$ cat src/rtl/hist_defines.svh
// ======================================================================
// histogram defines
// widths, depths and Bayer swap shared by the histogram design
// ======================================================================
`ifndef HIST_DEFINES_SVH
`define HIST_DEFINES_SVH

`define HIST_PIX_W      8    // pixel width
`define HIST_COLOR_W    2    // bayer color index

// bin address is color above pixel value
`define HIST_ADDR_W     (`HIST_COLOR_W + `HIST_PIX_W)
`define HIST_BINS       1024 // 4 colors x 256 values
`define HIST_BIN_W      12   // counters stop at 4095
`define HIST_DIM_W      16   // window and counter values

// bit 1 flips line parity, bit 0 flips pixel parity
`define HIST_BAYER_XOR  2'b00

`endif

$ cat src/rtl/hist_pkg.sv
// ======================================================================
// histogram package
// bin address union and frame FSM state type
// ======================================================================
`include "hist_defines.svh"

package hist_pkg;

    typedef struct packed {
        logic [`HIST_COLOR_W-1:0] color; // high part, bayer color
        logic [`HIST_PIX_W-1:0]   pix;   // pixel value
    } hist_bin_fld_t;

    // same 10 bits, flat index for the sweep or fields for the accumulator
    typedef union packed {
        logic [`HIST_ADDR_W-1:0] idx;
        hist_bin_fld_t           fld;
    } hist_bin_addr_u;

    typedef enum logic [2:0] {
        S_CLEAR,   // post-reset RAM wipe
        S_IDLE,    // histogram disabled
        S_ARMED,   // waiting for sof
        S_ACCUM,   // window running, then pipeline drain
        S_READOUT  // bins going out over req/ack
    } hist_state_e;

endpackage

$ cat src/rtl/hist_ram_if.sv
// ======================================================================
// histogram RAM read-and-clear port
// readout side reads a bin, accumulator returns it and zeroes it
// ======================================================================
`include "hist_defines.svh"

interface hist_ram_if;

    logic                     rd_en;    // read bin, write back zero
    hist_pkg::hist_bin_addr_u rd_addr;  // flat bin index
    logic [`HIST_BIN_W-1:0]   rd_data;  // one cycle after rd_en
    logic                     rd_valid; // rd_en delayed

    modport rd (
        output rd_en, rd_addr,
        input  rd_data, rd_valid
    );

    modport mem (
        input  rd_en, rd_addr,
        output rd_data, rd_valid
    );

endinterface

$ cat src/rtl/hist_readout.sv
// ======================================================================
// histogram readout
// sweeps all bins, read-and-clear, four-phase req/ack word output
// ======================================================================
`include "hist_defines.svh"

module hist_readout (
    input  logic                   pclk,
    input  logic                   hist_rst_pclk,
    input  logic                   sweep_start_i,
    input  logic                   sweep_clear_i, // wipe only without handshake
    input  logic                   hist_ack_i,
    output logic                   sweep_done_o,
    output logic                   hist_req_o,
    output logic [`HIST_BIN_W-1:0] hist_data_o,
    hist_ram_if.rd                 ram
);

    localparam logic [1:0] P_IDLE = 2'd0; // waiting for sweep_start
    localparam logic [1:0] P_READ = 2'd1; // read and clear one bin
    localparam logic [1:0] P_LOAD = 2'd2; // word coming back from RAM
    localparam logic [1:0] P_REQ  = 2'd3; // word offered until ack

    logic [1:0]               phase;
    hist_pkg::hist_bin_addr_u idx;
    logic                     last_bin;

    assign last_bin    = &idx.idx;
    assign ram.rd_addr = idx;
    // next bin only after ack has gone low
    assign ram.rd_en   = (phase == P_READ) && (sweep_clear_i || !hist_ack_i);

    always_ff @(posedge pclk) begin
        if (hist_rst_pclk) begin
            phase        <= P_IDLE;
            idx.idx      <= '0;
            hist_req_o   <= 1'b0;
            sweep_done_o <= 1'b0;
        end else begin
            sweep_done_o <= 1'b0;
            case (phase)
                P_IDLE: begin
                    if (sweep_start_i) begin
                        idx.idx <= '0;
                        phase   <= P_READ;
                    end
                end
                P_READ: begin
                    if (ram.rd_en) begin
                        if (!sweep_clear_i) begin
                            phase <= P_LOAD;
                        end else if (last_bin) begin
                            phase        <= P_IDLE;
                            sweep_done_o <= 1'b1;
                        end else begin
                            idx.idx <= idx.idx + 1'b1; // one bin per cycle
                        end
                    end
                end
                P_LOAD: begin
                    if (ram.rd_valid) begin
                        hist_req_o <= 1'b1; // data lands together with req
                        phase      <= P_REQ;
                    end
                end
                P_REQ: begin
                    if (hist_ack_i) begin
                        hist_req_o <= 1'b0;
                        if (last_bin) begin
                            phase        <= P_IDLE;
                            sweep_done_o <= 1'b1;
                        end else begin
                            idx.idx <= idx.idx + 1'b1;
                            phase   <= P_READ;
                        end
                    end
                end
                default: phase <= P_IDLE;
            endcase
        end
    end

    always_ff @(posedge pclk) begin
        if ((phase == P_LOAD) && ram.rd_valid)
            hist_data_o <= ram.rd_data; // held through the whole req phase
    end

endmodule

$ cat src/flat_wrapper.sv
// flat-port wrapper written by rule: the top's interface ports become plain ports
module hist_readout_flat 
  (pclk, hist_rst_pclk, sweep_start_i, sweep_clear_i, hist_ack_i, sweep_done_o, hist_req_o, hist_data_o, ram_rd_en, ram_rd_addr, ram_rd_data, ram_rd_valid);
  hist_ram_if ram_i ();
  input  logic pclk;
  input  logic hist_rst_pclk;
  input  logic sweep_start_i;
  input  logic sweep_clear_i;
  input  logic hist_ack_i;
  output logic sweep_done_o;
  output logic hist_req_o;
  output logic [`HIST_BIN_W-1:0] hist_data_o;
  output wire logic [$bits(ram_i.rd_en)-1:0] ram_rd_en;
  output wire logic [$bits(ram_i.rd_addr)-1:0] ram_rd_addr;
  input wire logic [$bits(ram_i.rd_data)-1:0] ram_rd_data;
  input wire logic [$bits(ram_i.rd_valid)-1:0] ram_rd_valid;
  assign ram_rd_en = ram_i.rd_en;
  assign ram_rd_addr = ram_i.rd_addr;
  assign ram_i.rd_data = ram_rd_data;
  assign ram_i.rd_valid = ram_rd_valid;
  hist_readout u_core (.pclk(pclk), .hist_rst_pclk(hist_rst_pclk), .sweep_start_i(sweep_start_i), .sweep_clear_i(sweep_clear_i), .hist_ack_i(hist_ack_i), .sweep_done_o(sweep_done_o), .hist_req_o(hist_req_o), .hist_data_o(hist_data_o), .ram(ram_i));
endmodule
$ cat config.mk
export PLATFORM = sky130hd
export DESIGN_NAME = hist_readout_flat
export DESIGN_NICKNAME = d
export VERILOG_FILES = /design/src/rtl/hist_pkg.sv /design/src/rtl/hist_ram_if.sv /design/src/rtl/hist_readout.sv /design/src/flat_wrapper.sv
export VERILOG_INCLUDE_DIRS = /design/src /design/src/rtl
export SDC_FILE = /design/constraint.sdc
export NUM_CORES = 1
export LEC_CHECK = 0
export ABC_AREA = 1
export BUFFER_PORTS_ARGS = -buffer_cell sky130_fd_sc_hd__buf_2
export CAP_MARGIN = 20
export CORE_MARGIN = 3
export CORE_UTILIZATION = 53
export DETAILED_ROUTE_END_ITERATION = 8
export PLACE_DENSITY_LB_ADDON = 0.08
export SLEW_MARGIN = 20
export SYNTH_ARGS = -nofsm -noshare
export SYNTH_HDL_FRONTEND = slang
export SYNTH_SLANG_ARGS = --single-unit
$ cat constraint.sdc
create_clock -name pclk -period 3.2 [get_ports pclk]
set_clock_uncertainty 0.2 [all_clocks]
set_input_delay 0.64 -clock pclk [delete_from_list [all_inputs] [get_ports pclk]]
set_output_delay 0.64 -clock pclk [all_outputs]
set_load 0.03 [all_outputs]
### Yosys cells after proc, flatten, opt, wreduce, memory -nomap -nowiden

Index checks and enable logic that the tools add are counted.

| storage, ports and cells | value |
|---|---|
| flip-flop bits (word level) | 26 |
| word-level logic and storage cells | 48 |

| cells by class | value |
|---|---|
| $add $sub $neg | 1 |
| equal/unequal tests | 9 |
| multiplexer cells | 22 |
| reduce and logical (&&, ||, !) cells | 11 |

Operators with widths:

| operator | count |
|---|---|
| 2-to-1 mux 10 bit | 5 |
| one-hot mux 10 bit (3 select lines) | 1 |
| 2-to-1 mux 2 bit | 6 |
| adder 10 x 1 -> 10 bit (second input constant) | 1 |
| inequality test 2 bit (second input constant) | 5 |
| AND reduction 10 bit | 1 |
| AND reduction 5 bit | 2 |
| one-hot mux 2 bit (4 select lines) | 1 |
| 2-to-1 mux 1 bit | 7 |
| equality test 2 bit (second input constant) | 2 |
| one-hot mux 1 bit (2 select lines) | 2 |
| inequality test 3 x 2 -> 1 bit (second input constant) | 1 |
| AND reduction 3 bit | 1 |
| nonzero test 3 bit | 1 |
| equality test 2 x 1 -> 1 bit (second input constant) | 1 |
| logical AND 1 bit | 2 |
| logical NOT 2 bit | 1 |
| nonzero test 2 bit | 1 |
| logical NOT 1 bit | 1 |
| logical OR 1 bit | 1 |

### Depth between registers and ports, before layout

Gate-level depths: netlist (run 1).

| depth | value |
|---|---|
| word-level depth | 5 |
| gate-level depth with buffers | 10 |
| gate-level depth less buffers | 10 |

### Worst setup path after synthesis (run 1)

OpenSTA, ideal clock, no wires.

| timing | value |
|---|---|
| path type | input to output |
| start point | input port sweep_clear_i |
| end point | output port ram_rd_en |
| arrival time | 1.187 ns |
| setup slack | 1.173 ns |
| stages | 2 |
| path buffers | 0 |
| cell sequence | inv_1 -> a21oi_1 |

| on the way | value |
|---|---|
| word-level cells in the longest chain between the ends | 2 |

Ends and longest elaborated chain:

| element | line | RTL |
|---|---|---|
| start, declared | flat_wrapper.sv:8 | `input logic sweep_clear_i;` |
| logical OR 1 bit | hist_readout.sv:31 | `assign ram.rd_en = (phase == P_READ) && (sweep_clear_i \|\| !hist_ack_i);` |
| logical AND 1 bit | hist_readout.sv:31 |  |
| end, declared | flat_wrapper.sv:13 | `output wire logic [$bits(ram_i.rd_en)-1:0] ram_rd_en;` |

Every way passes these cells.

### Worst setup path after layout (run 1)

| timing | value |
|---|---|
| start point | register u_core.phase[0] |
| end point | output port ram_rd_en |

| on the way | value |
|---|---|
| word-level cells in the longest chain between the ends | 2 |

Ends and longest elaborated chain:

| element | line | RTL |
|---|---|---|
| start, declared | hist_readout.sv:24 | `logic [1:0] phase;` |
| start signal, assigned | hist_readout.sv:35 | `phase <= P_IDLE;` |
| start signal, assigned | hist_readout.sv:45 | `phase <= P_READ;` |
| start signal, assigned | hist_readout.sv:51 | `phase <= P_LOAD;` |
| equality test 2 x 1 -> 1 bit | hist_readout.sv:31 |  |
| logical AND 1 bit | hist_readout.sv:31 |  |

Every way passes these cells.

==> results, run 1 <==
- The flow ran to the end, and the final reports show no timing, DRC or antenna violations.
- Setup violations remaining at the end of the flow were counted as 0.
- Buffers placed on the I/O ports in this run total 42.
- The clock net in this run drives a total of 26 sinks.
- In this run the deepest clock path goes through 2 buffers.
- The hold violation total from the final report was 0.
- For the worst setup path, the data required time is between 2 and 2.5 ns.
- Across the run, the number of max-cap violations was 0.
- The fraction of final layout cells with drive strength greater than 1 is 0.320.
- The beginning of the worst register-to-register path is u_core.phase[0].
- The all-layer global routing usage is 0.189.
- The share of the Yosys chip area taken by registers is 0.494.
- The die boundary height is 55.5 µm.
- After global routing the overflow that remains totals 0.
- The endpoint type of the worst setup path is a primary output.
- Along the worst hold path, the cell count comes to 1.
- The number of synthesis warnings is 0.
- The clock reaches the later pin of the worst-skew pair after around 0.33 ns.
- The worst slew margin relative to its limit is 0.380.
- The weighted congestion reported at the end of routability-driven placement is 0.752.
- The TritonCTS buffer count is 3.
- The post-cts hold buffer count is 0.
- The largest net degree at the start of global routing is 15.
- For met2 alone, demand over resource in global routing was 0.302.
- The final period demand of the worst path is ~2.4 ns.
- The biggest fanout along the worst timing path is 11.
- For this configuration, the core starts out at a cell density of 0.570.
- The summed negative setup slack over all endpoints is 0 ns.
- The wire length of the first global-routing pass is roughly 4.7 mm.
- The overall via count from detail_route is between 1000 and 1500.
- The die outline width is roughly 55 µm.
- The logic depth of the worst register-to-register path is 3.
- The detail route stage leaves a number of antenna-violating nets equal to 0.
- The critical path starts at u_core.phase[0].
- The worst hold margin is 0.273 ns.
- The most congested layer reported by global routing is met2.
- The share of total power dissipated in sequential elements is 0.530.
- Static timing analysis puts the maximum clock frequency at about 420 MHz.
- Fill cells in the final layout number 199.
- The total area inside the core boundary comes to between 2000 and 2500 µm².
- After the first detailed-routing iteration, the DRC count stood at 21.
- The number of antenna violations at the first check in global routing was 0.
- The total count of max-transition violations in the final report is 0.
- The number of remaining DRC errors is 0.
- The leakage power is approximately 0.00072 µW.
- The area of the die is between 3000 and 4000 µm².
- The count of standard-cell rows is 17.
- The design internal power is approximately 480 µW.
- The clock network power share is 0.188.
- The global-route track usage on met3 is 0.0374.
- The number of H-tree levels is 1.
- In this run, synthesis produced a sequential element count of 26.
- The mean instance size in the synthesized netlist is 8.48 µm².
- The count of inserted antenna diode cells is 0.
- The worst-case IR drop observed on VDD is 0.368 mV.
- Summing every instance area after synthesis gives around 1300 µm².
- After clock tree synthesis, the setup repair step added 0 buffers.
- The critical path data arrival time is between 1.5 and 2 ns.
- After synthesis, the share of flip-flops with an asynchronous set or reset is 0.
- The number of flops mapped to enable cells by yosys is 12.
- Setup repair after global routing left no endpoint under its margin.
- The critical path startpoint category is a flip-flop.
- The worst hold path begins at ram_rd_data[1].
- Detailed placement finished with a half-perimeter wire length of around 2.1 mm.
- The critical path in this run is classified as reg2out.
- In the global route stage, met1 resource usage came out at 0.246.
- The via count of the first global-routing pass is around 1100.
- Using the TritonRoute via totals, the vias-per-cell ratio works out to 5.07.
- The CTS clock-pin slew for the worst setup and hold paths is between 0.1 and 0.15 ns.
- The power share of the combinational group is 0.282.
- Synthesis handed over a netlist of between 150 and 200 instances.
- The net switching component of the power is 283 µW.
- The tree is rooted in a sky130_fd_sc_hd__clkbuf_4.
- The number of gates resized after CTS was 0.
- The number of nets in the final layout is 217.
- The routed length per placed instance is between 10 and 15 µm.
- The relative area change from synthesis to final layout is 19.8%.
- The final critical-path share of the clock period is 0.737.
- Of the total power, the share spent switching nets is 0.372.
- The total nets after synthesis is about 170.
- The total wire length after detailed routing is about 2.7 mm.
- The I/O pin count is 43.
- The predominant post-synthesis flop cell is sky130_fd_sc_hd__dfxtp_1.
- The post-synthesis cell type count is 31.
- The first detailed-routing pass ran for 5 iterations.
- The TritonCTS clock tree is built.
- The worst-margin pin slew is about 0.93 ns.
- The power per unit of standard cell area is roughly 490 nW/µm².
- The path class of the tightest hold or removal check is in2reg.
[power by group through the flow]
stage / clock network [µW] / logic (µW) / registers [µW]
after floorplan: 0 / 147 / 423
after global placement: 0 / 210 / 408
after detailed placement: 0 / 216 / 410
after CTS: 145 / 217 / 402
after global routing: 158 / 241 / 407
final: 143 / 215 / 403
[cells in the mapped netlist, types with 2 or more instances]
| cell type | instances | area, µm² |
|---|---|---|
| sky130_fd_sc_hd__nor2_4 | 2 | 22.5 |
| sky130_fd_sc_hd__inv_2 | 2 | 7.51 |
| sky130_fd_sc_hd__dfxtp_1 | 14 | 280 |
| sky130_fd_sc_hd__nand2_2 | 3 | 18.8 |
| sky130_fd_sc_hd__nand3_1 | 11 | 55.1 |
| sky130_fd_sc_hd__nand2_1 | 39 | 146 |
| sky130_fd_sc_hd__inv_1 | 15 | 56.3 |
| sky130_fd_sc_hd__nand4_1 | 5 | 31.3 |
| sky130_fd_sc_hd__a21oi_1 | 8 | 40.0 |
| sky130_fd_sc_hd__nor2_1 | 19 | 71.3 |
| sky130_fd_sc_hd__edfxtp_1 | 12 | 360 |
| sky130_fd_sc_hd__a21oi_2 | 4 | 35.0 |
[final cells by class]
| type | count | area (µm²) | share of cell area |
|---|---|---|---|
| clock inverter | 1 | 3.75 | 0.00242 |
| sequential | 26 | 641 | 0.412 |
| inverter | 19 | 77.6 | 0.0499 |
| clock buffer | 3 | 22.5 | 0.0145 |
| tap | 28 | 35.0 | 0.0225 |
| multi-input combinational | 106 | 564 | 0.363 |
| timing repair buffer | 42 | 210 | 0.135 |
[placed cells by master, fill, tap and decap left out, types with 3 or more instances in the layout]
cell and count:
sky130_fd_sc_hd__nand4_1 5, sky130_fd_sc_hd__edfxtp_1 12, sky130_fd_sc_hd__nand2_1 39, sky130_fd_sc_hd__nand2_2 3, sky130_fd_sc_hd__nor2_1 19, sky130_fd_sc_hd__clkbuf_4 3
sky130_fd_sc_hd__buf_2 42, sky130_fd_sc_hd__a21oi_2 4, sky130_fd_sc_hd__dfxtp_1 14, sky130_fd_sc_hd__nand3_1 11, sky130_fd_sc_hd__a21oi_1 8, sky130_fd_sc_hd__inv_1 15
[logic make-up (layout without fill, tap and decap cells)]
logic type,count (synthesis),after routing,synth area share
and+or+nand+nor,88,88,0.339
AOI/OAI and AO/OA,16,16,0.0791
adders and majority gates,1,1,0.00964
buffers and inverters,21,65,0.0714
DFF,26,26,0.494
xor gates and xnor gates,1,1,0.00675
[path summary, 6_finish.rpt]
path / end / slack, ns
max: ram_rd_en / 0.84
min: u_core.hist_data_o[1] / 0.27
min reg2reg: u_core.hist_req_o / 0.28
max reg2reg: u_core.hist_data_o[3] / 1.17
[sequential cells by signal (all words and copies together) (netlist names), named ones only]
signal,flops
u_core.hist_data_o,12
u_core.ram.rd_addr,10
u_core.hist_req_o,1
u_core.phase,1
u_core.sweep_done_o,1
[worst max-delay path, cell delays in order, from the launching register on]
cell and delay [ns]:
sky130_fd_sc_hd__dfxtp_1 0.62, sky130_fd_sc_hd__nand2_2 0.16, sky130_fd_sc_hd__a21oi_1 0.18, sky130_fd_sc_hd__buf_2 0.23
[through the flow]
| stage | worst slack (ns) | util | cells | total power [µW] | instance area [µm²] |
|---|---|---|---|---|---|
| final | 0.842 | 0.683 | 225 | 761 | 1550 |
| after global routing | 0.756 | 0.683 | 225 | 806 | 1550 |
| after floorplan | 1.17 | - | 153 | 570 | 1300 |
| after global placement | 1.18 | 0.671 | 221 | 618 | 1530 |
| after detailed placement | 1.09 | 0.671 | 221 | 626 | 1530 |
| after CTS | 0.861 | 0.683 | 225 | 764 | 1550 |
[metal layers]
layer / vias up / share of wire
met5: - / 0
met4: 0 / 0.014
met3: 5 / 0.070
met2: 46 / 0.46
met1: 499 / 0.45
li1: 591 / -
Power figures use the tool's default switching activity.
==> inputs of run 2 (changes only) <==
Settings changed: ABC_AREA 1 to 0, CORE_UTILIZATION 53 to 47.
Clock period 3.2 ns to 2.2 ns, I/O delays scaled along.
==> results, run 2 <==
- At the end of routability-driven placement, the weighted congestion stood at ~0.74.
- The type of the most critical hold path is in2reg.
- Counting instances in the post-synthesis netlist gives the leading cell types as sky130_fd_sc_hd__dfxtp_1 (14), sky130_fd_sc_hd__a21oi_1 (13), sky130_fd_sc_hd__edfxtp_1 (12).
- After synthesis, the share of cell area in mux cells is 0.00893.
- In this run the cell area of the synthesized design comes to around 1100 µm².
- The core outline area is roughly 2200 µm².
- The final period demand of the worst path is just under 2 ns.
- Once detailed placement completed, the half-perimeter wirelength came to 1.72 mm.
- The die covers between 3000 and 4000 µm².
- The overall via count from detail_route is between 900 and 1000.
- The cell accounting for the most synthesized area is sky130_fd_sc_hd__edfxtp_1.
- The required time of the worst setup path is about 2.3 ns.
- Setup repair after global routing left no endpoint under its margin.
- The number of nets in the synthesized netlist is 121.
- The number of I/O port buffers is 42.
- Once the clock tree was built, the resizer swapped 0 gates to a different size.
- The leakage power is 0.000553 µW.
- The share of the yosys chip area belonging to registers is 0.571.
- The run finished with clean final reports.
- CTS built an H-tree with a depth of 1.
- The worst slew margin relative to its limit is 0.667.
- For this block, the initial DRC count from the detailed router was 13.
- The critical path startpoint category is a flip-flop.
- The total wire length after detailed routing is 2.36 mm.
- The relative area change from synthesis to final layout is 26.3%.
- Entering global routing, the biggest net connects 19 pins.
- The adder and majority gate portion of the synthesized area is 0.0112.
- After detailed routing, the number of vias per cell comes to about 5.5.
- The routed length per placed instance is approximately 13 µm.
- u_core.hist_data_o holds more flip-flops than any other register.
- For this run, design rule violations remaining after detail routing come to 0.
- The worst setup path category is reg2reg.
- The first global-routing pass estimated roughly 3.6 mm of wire.
- For the worst-skew pair, the clock arrives at the later sink with an insertion delay of around 0.32 ns.
- The TritonCTS clock tree is built.
- The final number of setup-violating endpoints is 0.
- The number of flip-flops under the largest register name is 12.
- In this run the count of I/O pins placed on the die edge is 43.
- The die outline width is roughly 55 µm.
- For this run, the total global-route usage over all layers was measured as 0.169.
- The post-synthesis async set-or-reset flop share is 0.
- Ranked by total cell area, the synthesized netlist is headed by sky130_fd_sc_hd__edfxtp_1 (32%), sky130_fd_sc_hd__dfxtp_1 (25%), sky130_fd_sc_hd__a21oi_1 (5.8%).
- In the finished design, the share of the clock period the worst path needs comes to 0.891.
- Of the total synthesized cell area, the portion taken by XOR and XNOR cells is 0.
- sky130_fd_sc_hd__dfxtp_1 is the most common cell in the netlist.
- The power per unit of standard cell area is a little under 700 nW/µm².
- The post-CTS setup repair buffer count is 0.
- The number of nets in the final layout is 167.
- In this run the vertical extent of the chip is between 50 and 60 µm.
- Yosys printed 0 warnings.
- Of the total synthesized cell area, the portion taken by AND, OR, NAND and NOR gates is 0.187.
- The detailed-router iteration count before antenna repair is 4.
- IR analysis of the VDD net gives a maximum drop of between 0.4 and 0.5 mV.
- The share of synthesized area in the top cell type comes to 0.321.
- Yosys mapped a number of flops with a built-in enable equal to 12.
- The number of nets with antenna violations after detailed routing is 0.
- The count of inserted antenna diode cells is 0.
- Clock tree synthesis inserted a total of 3 buffers.
- The total count of max-transition violations in the final report came to 0.
- Dividing the synthesized area by the synthesized cell count gives roughly 11 µm².
- The hold violation total from the final report came to 0.
- The summed negative setup slack over all endpoints is 0 ns.
- The count of standard-cell rows is 17.
- After synthesis, the largest family of logic cells by area is compound AO/OA/AOI/OAI gates.
- The overflow left after global routing is 0.
- In this run the worst path has a maximum fanout of 7.
- The max-capacitance violation count is 0.
- The initial utilization of the core area, before any placement, comes to 0.502.
- Synthesis handed over a netlist of between 100 and 150 instances.
- For this run, the top clock speed supported by timing is around 500 MHz.
- The post-cts hold buffer count is 0.
- The number of antenna violations at the first check in global routing is 0.
- In the synthesized netlist the dominant register cell turns out to be sky130_fd_sc_hd__dfxtp_1.
- At the placement stage, the worst setup path has a slack of 0.277 ns.
- The endpoint type of the worst setup path is a flip-flop.
- Data arrives at the worst endpoint at about 2 ns.
- The number of filler instances in the final layout is 198.
- Synthesis inferred 26 register bits.
- CTS placed an instance of sky130_fd_sc_hd__clkbuf_4 at the clock tree root.
- The via count of the first global-routing pass is around 860.
- The post-synthesis cell type count is 31.
- The fraction of the mapped netlist area in compound gates came to 0.188.
- In the layout the commonest cells are sky130_fd_sc_hd__buf_2 (42), sky130_fd_sc_hd__a21oi_1 (13), sky130_fd_sc_hd__dfxtp_1 (13), sky130_fd_sc_hd__edfxtp_1 (12), sky130_fd_sc_hd__nand2_1 (7).
- The most frequent standard cell in the layout excluding fill and tap cells is sky130_fd_sc_hd__buf_2.
- Clock-pin slew was measured on the worst setup and hold paths at 0.14 ns.
- The worst-margin pin slew is between 0.4 and 0.5 ns.
- Setup slack on the critical path of the routed design comes to between 0.2 and 0.25 ns.
- In the final layout, the share of cells above drive strength 1 is 0.354.
- The number of sinks on the clock net is 26.
- The longest clock path from root to sink contains 2 buffers.
-- run 2: critical path: stages, from the launching register on --
cell                       delay [ns]
sky130_fd_sc_hd__dfxtp_1         0.42
sky130_fd_sc_hd__ha_1            0.18
sky130_fd_sc_hd__nand3_1         0.21
sky130_fd_sc_hd__a211oi_1        0.27
sky130_fd_sc_hd__or4b_1          0.46
sky130_fd_sc_hd__a21oi_1         0.17
-- run 2: final cells by class --
type | instances | area, µm² | area share
Tap cell | 28 | 35.0 | 0.0247
Inverter | 3 | 11.3 | 0.00795
Multi-Input combinational cell | 69 | 443 | 0.313
Clock inverter | 1 | 30.0 | 0.0212
Timing Repair Buffer | 45 | 233 | 0.164
Sequential cell | 26 | 642 | 0.453
Clock buffer | 3 | 22.5 | 0.0159
-- run 2: routing by layer --
layer	wire length, µm	part of all wire	track usage
met2	1050	0.44	0.268
met4	38	0.016	0.0871
met1	1110	0.47	0.216
met5	0	0	0
met3	165	0.070	0.0327
-- run 2: power breakdown --
part | switching, µW | internal [µW] | leakage, µW
Clock | 138 | 184 | 0.0000279
Sequential | 13.3 | 519 | 0.000222
Combinational | 65.2 | 39.3 | 0.000302
-- run 2: through the flow --
step / cell area [µm²] / util / hold slack (ns) / total power [µW] / cells
finish: 1420 / 0.634 / 0.0855 / 959 / 175
floorplan: 1120 / - / 0.309 / 611 / 102
CTS: 1420 / 0.634 / 0.0737 / 969 / 175
global route: 1420 / 0.634 / 0.0583 / 1000 / 175
detailed placement: 1360 / 0.610 / 0.282 / 647 / 171
global placement: 1360 / 0.610 / 0.276 / 644 / 171
-- run 2: final timing paths --
kind | startpoint | end | slack, ns | cells after the start
worst max-delay path | u_core.ram.rd_addr[0] | u_core.ram.rd_addr[6] | 0.24 | 5
worst min-delay path | ram_rd_data[5] | u_core.hist_data_o[5] | 0.09 | 1
worst max register to register | u_core.ram.rd_addr[0] | u_core.ram.rd_addr[6] | 0.24 | 5
worst min register to register | u_core.ram.rd_addr[9] | u_core.ram.rd_addr[9] | 0.31 | 2
-- run 2: kinds of logic (layout without fill, tap and decap cells) --
logic type	count (synthesis)	in the layout
compound gates	32	32
buf+inv	7	52
simple gates	35	35
flops	26	26
mux	1	1
fa+ha+maj	1	1
==> inputs of run 3 (changes only) <==
Settings changed: CORE_UTILIZATION 47 to 51.
Clock period 2.2 ns to 2.3 ns, I/O delays scaled along.
==> results, run 3 (synthesized netlist as in run 2, its figures left out) <==
- The number of antenna violations at the first check in global routing came to 0.
- The CTS root buffer is sky130_fd_sc_hd__clkbuf_4.
- The CTS clock-pin slew for the worst setup and hold paths is between 0.1 and 0.15 ns.
- The repair_antennas step left the layout with diodes totalling 0.
- The die boundary height is ~53 µm.
- CTS built an H-tree with a depth of 1.
- The worst-margin pin slew is between 0.6 and 0.7 ns.
- In this run, the number of DRC markers left after iteration 0 of detailed routing was 15.
- STA classifies the critical path endpoint as a primary output.
- The weighted congestion reported at the end of routability-driven placement is slightly above 0.8.
- In this run the tool buffered the top-level ports with 42 buffer cells.
- The hold violation total from the final report is 0.
- Clock tree synthesis found a total of 26 sinks.
- The critical path data arrival time is 1.32 ns.
- After detailed routing, the average wire length per cell comes to around 14 µm.
- Summed over all nets, the switching power comes to 204 µW.
- The worst setup path is launched from a flip-flop.
- The flip-flop and latch area is between 600 and 700 µm².
- Of all nets on the critical path, the largest fanout is 11.
- In the finished design, the share of the clock period the worst path needs comes to 0.861.
- The first global-routing pass estimated between 3 and 4 mm of wire.
- For this configuration, the core starts out at a cell density of 0.554.
- No sink is reached through more buffers than the 2 on the longest clock path.
- Setup violations remaining at the end of the flow were counted as 0.
- Derived from the worst setup path, the maximum achievable clock frequency is 505 MHz.
- The worst setup path startpoint is u_core.phase[0].
- The overall via count from detail_route is 994.
- The summed negative setup slack over all endpoints is 0 ns.
- The power per unit of standard cell area is roughly 650 nW/µm².
- Of the total power, the share spent switching nets is 0.224.
- From synthesis to final layout, the design area changed by 25.6%.
- The number of hold buffers added after CTS was 0.
- The area of combinational cells with multiple inputs is approximately 440 µm².
- In this run the static leakage power is approximately 0.00055 µW.
- For the finished layout, the period the worst path requires is between 1.5 and 2 ns.
- 43 I/O pins were placed.
- VDD sags by at most 0.442 mV.
- In the layout the commonest cells are sky130_fd_sc_hd__buf_2 (42), sky130_fd_sc_hd__a21oi_1 (13), sky130_fd_sc_hd__dfxtp_1 (13), sky130_fd_sc_hd__edfxtp_1 (12), sky130_fd_sc_hd__nand2_1 (7).
- In this run the critical register-to-register path is launched from u_core.ram.rd_addr[0].
- Internal power comes to ~710 µW.
- The via count of the first global-routing pass is 890.
- The detail route stage leaves a number of antenna-violating nets equal to 0.
- The register with the most flip-flops in the layout has 12 of them.
- For the worst flop-to-flop path, the logic depth is 5.
- The die outline width is 52.9 µm.
- The via density per instance is about 5.7.
- After detailed routing, the number of remaining DRC violations is 0.
- The TritonCTS buffer count is 3.
- The startpoint identified for the worst hold timing path is ram_rd_data[8].
- The number of filler instances in the final layout is 181.
- The worst setup path category is reg2out.
- The TritonCTS clock tree is built.
- The area of the die is ~2800 µm².
- The flow ran to the end, and the final reports show no timing, DRC or antenna violations.
- Summed over all nets, the half-perimeter wirelength after detailed placement is between 1.5 and 2 mm.
- The worst register-to-register path ends at u_core.ram.rd_addr[8].
- The required time of the worst setup path is approximately 1.6 ns.
- The power consumption is between 900 and 1000 µW.
- Once layout is done, the placed cells without fillers occupy ~1400 µm².
- The total count of max-transition violations in the final report was 0.
- The max-capacitance violation count is 0.
- Entering global routing, the biggest net connects 19 pins.
- Setup repair after global routing left no endpoint under its margin.
- The share of total power dissipated in the clock network is 0.334.
- The number of nets in the final layout is around 170.
- The core region is 2020 µm².
- Measured against its own limit, the worst slew margin works out to 0.543.
- The count of standard-cell rows is 16.
- For this run the aggregate overflow at the end of global routing stands at 0.
- The final layout contains routed wiring with a total length of around 2.4 mm.
- The detailed-router iteration count before antenna repair is 4.
- For this run, the total global-route usage over all layers was measured as 0.186.
- The register with the most flip-flops is u_core.hist_data_o.
- The critical path ends at ram_rd_en.
- The share of total power dissipated in sequential elements is 0.559.
- The share of total power dissipated in combinational logic is 0.107.
- The fraction of final layout cells with drive strength greater than 1 is 0.349.
- The type of the most critical hold path is in2reg.
- The library cell used most frequently in the layout, excluding fill and tap cells, is sky130_fd_sc_hd__buf_2.
- The post-place instance area is around 1400 µm².
- The later-pin clock latency in the skew report is around 0.31 ns.
- The slack of the worst reg-to-reg path is ~0.34 ns.
## run 3: worst min-delay path by stage
stage | to | slack (ns) | depth (start not counted)
after floorplan | u_core.sweep_done_o | 0.32 | 2
after global placement | u_core.ram.rd_addr[9] | 0.28 | 2
after detailed placement | u_core.ram.rd_addr[9] | 0.29 | 2
after CTS | u_core.hist_data_o[5] | 0.10 | 1
after global routing | u_core.hist_data_o[3] | 0.08 | 1
final | u_core.hist_data_o[8] | 0.11 | 1
## run 3: final cells by class
cell class,count,area share
sequential,26,0.456
multi-input combinational,69,0.315
timing repair buffer,44,0.160
tap,27,0.0240
clock inverter,1,0.0213
clock buffer,3,0.0160
inverter,3,0.00800
## run 3: worst max-delay path, cell delays in order, from the launching register on
cell	delay, ns
sky130_fd_sc_hd__dfxtp_2	0.47
sky130_fd_sc_hd__inv_1	0.14
sky130_fd_sc_hd__nor3_1	0.17
sky130_fd_sc_hd__buf_2	0.22
## run 3: power groups by stage
stage	Clock, µW	Sequential (µW)	Combinational (µW)
2_1_floorplan	0	529	55.5
3_3_place_gp	0	518	95.8
3_5_place_dp	0	519	98.3
4_1_cts	315	509	98.9
5_1_grt	334	512	107
6_report	304	509	97.8
## run 3: timing repair
action / 4_1_cts / 5_1_grt
endpoints found under the setup margin: 0 / 1
buffers inserted: 0 / 0
gates resized for setup: 0 / 1
## run 3: routing by layer
| layer | GRT usage | vias to the layer above | part of all wire |
|---|---|---|---|
| met3 | 0.0254 | 4 | 0.050 |
| met4 | 0.0766 | 0 | 0.011 |
| li1 | - | 488 | - |
| met5 | 0 | - | 0 |
| met1 | 0.228 | 474 | 0.45 |
| met2 | 0.324 | 28 | 0.49 |
## run 3: stage by stage
stage	std cells	hold slack, ns	util	setup WS (ns)
final	173	0.111	0.696	0.321
after floorplan	102	0.318	-	0.320
after detailed placement	169	0.287	0.670	0.381
after global placement	169	0.275	0.670	0.409
after global routing	173	0.0789	0.696	0.166
after CTS	173	0.102	0.696	0.148
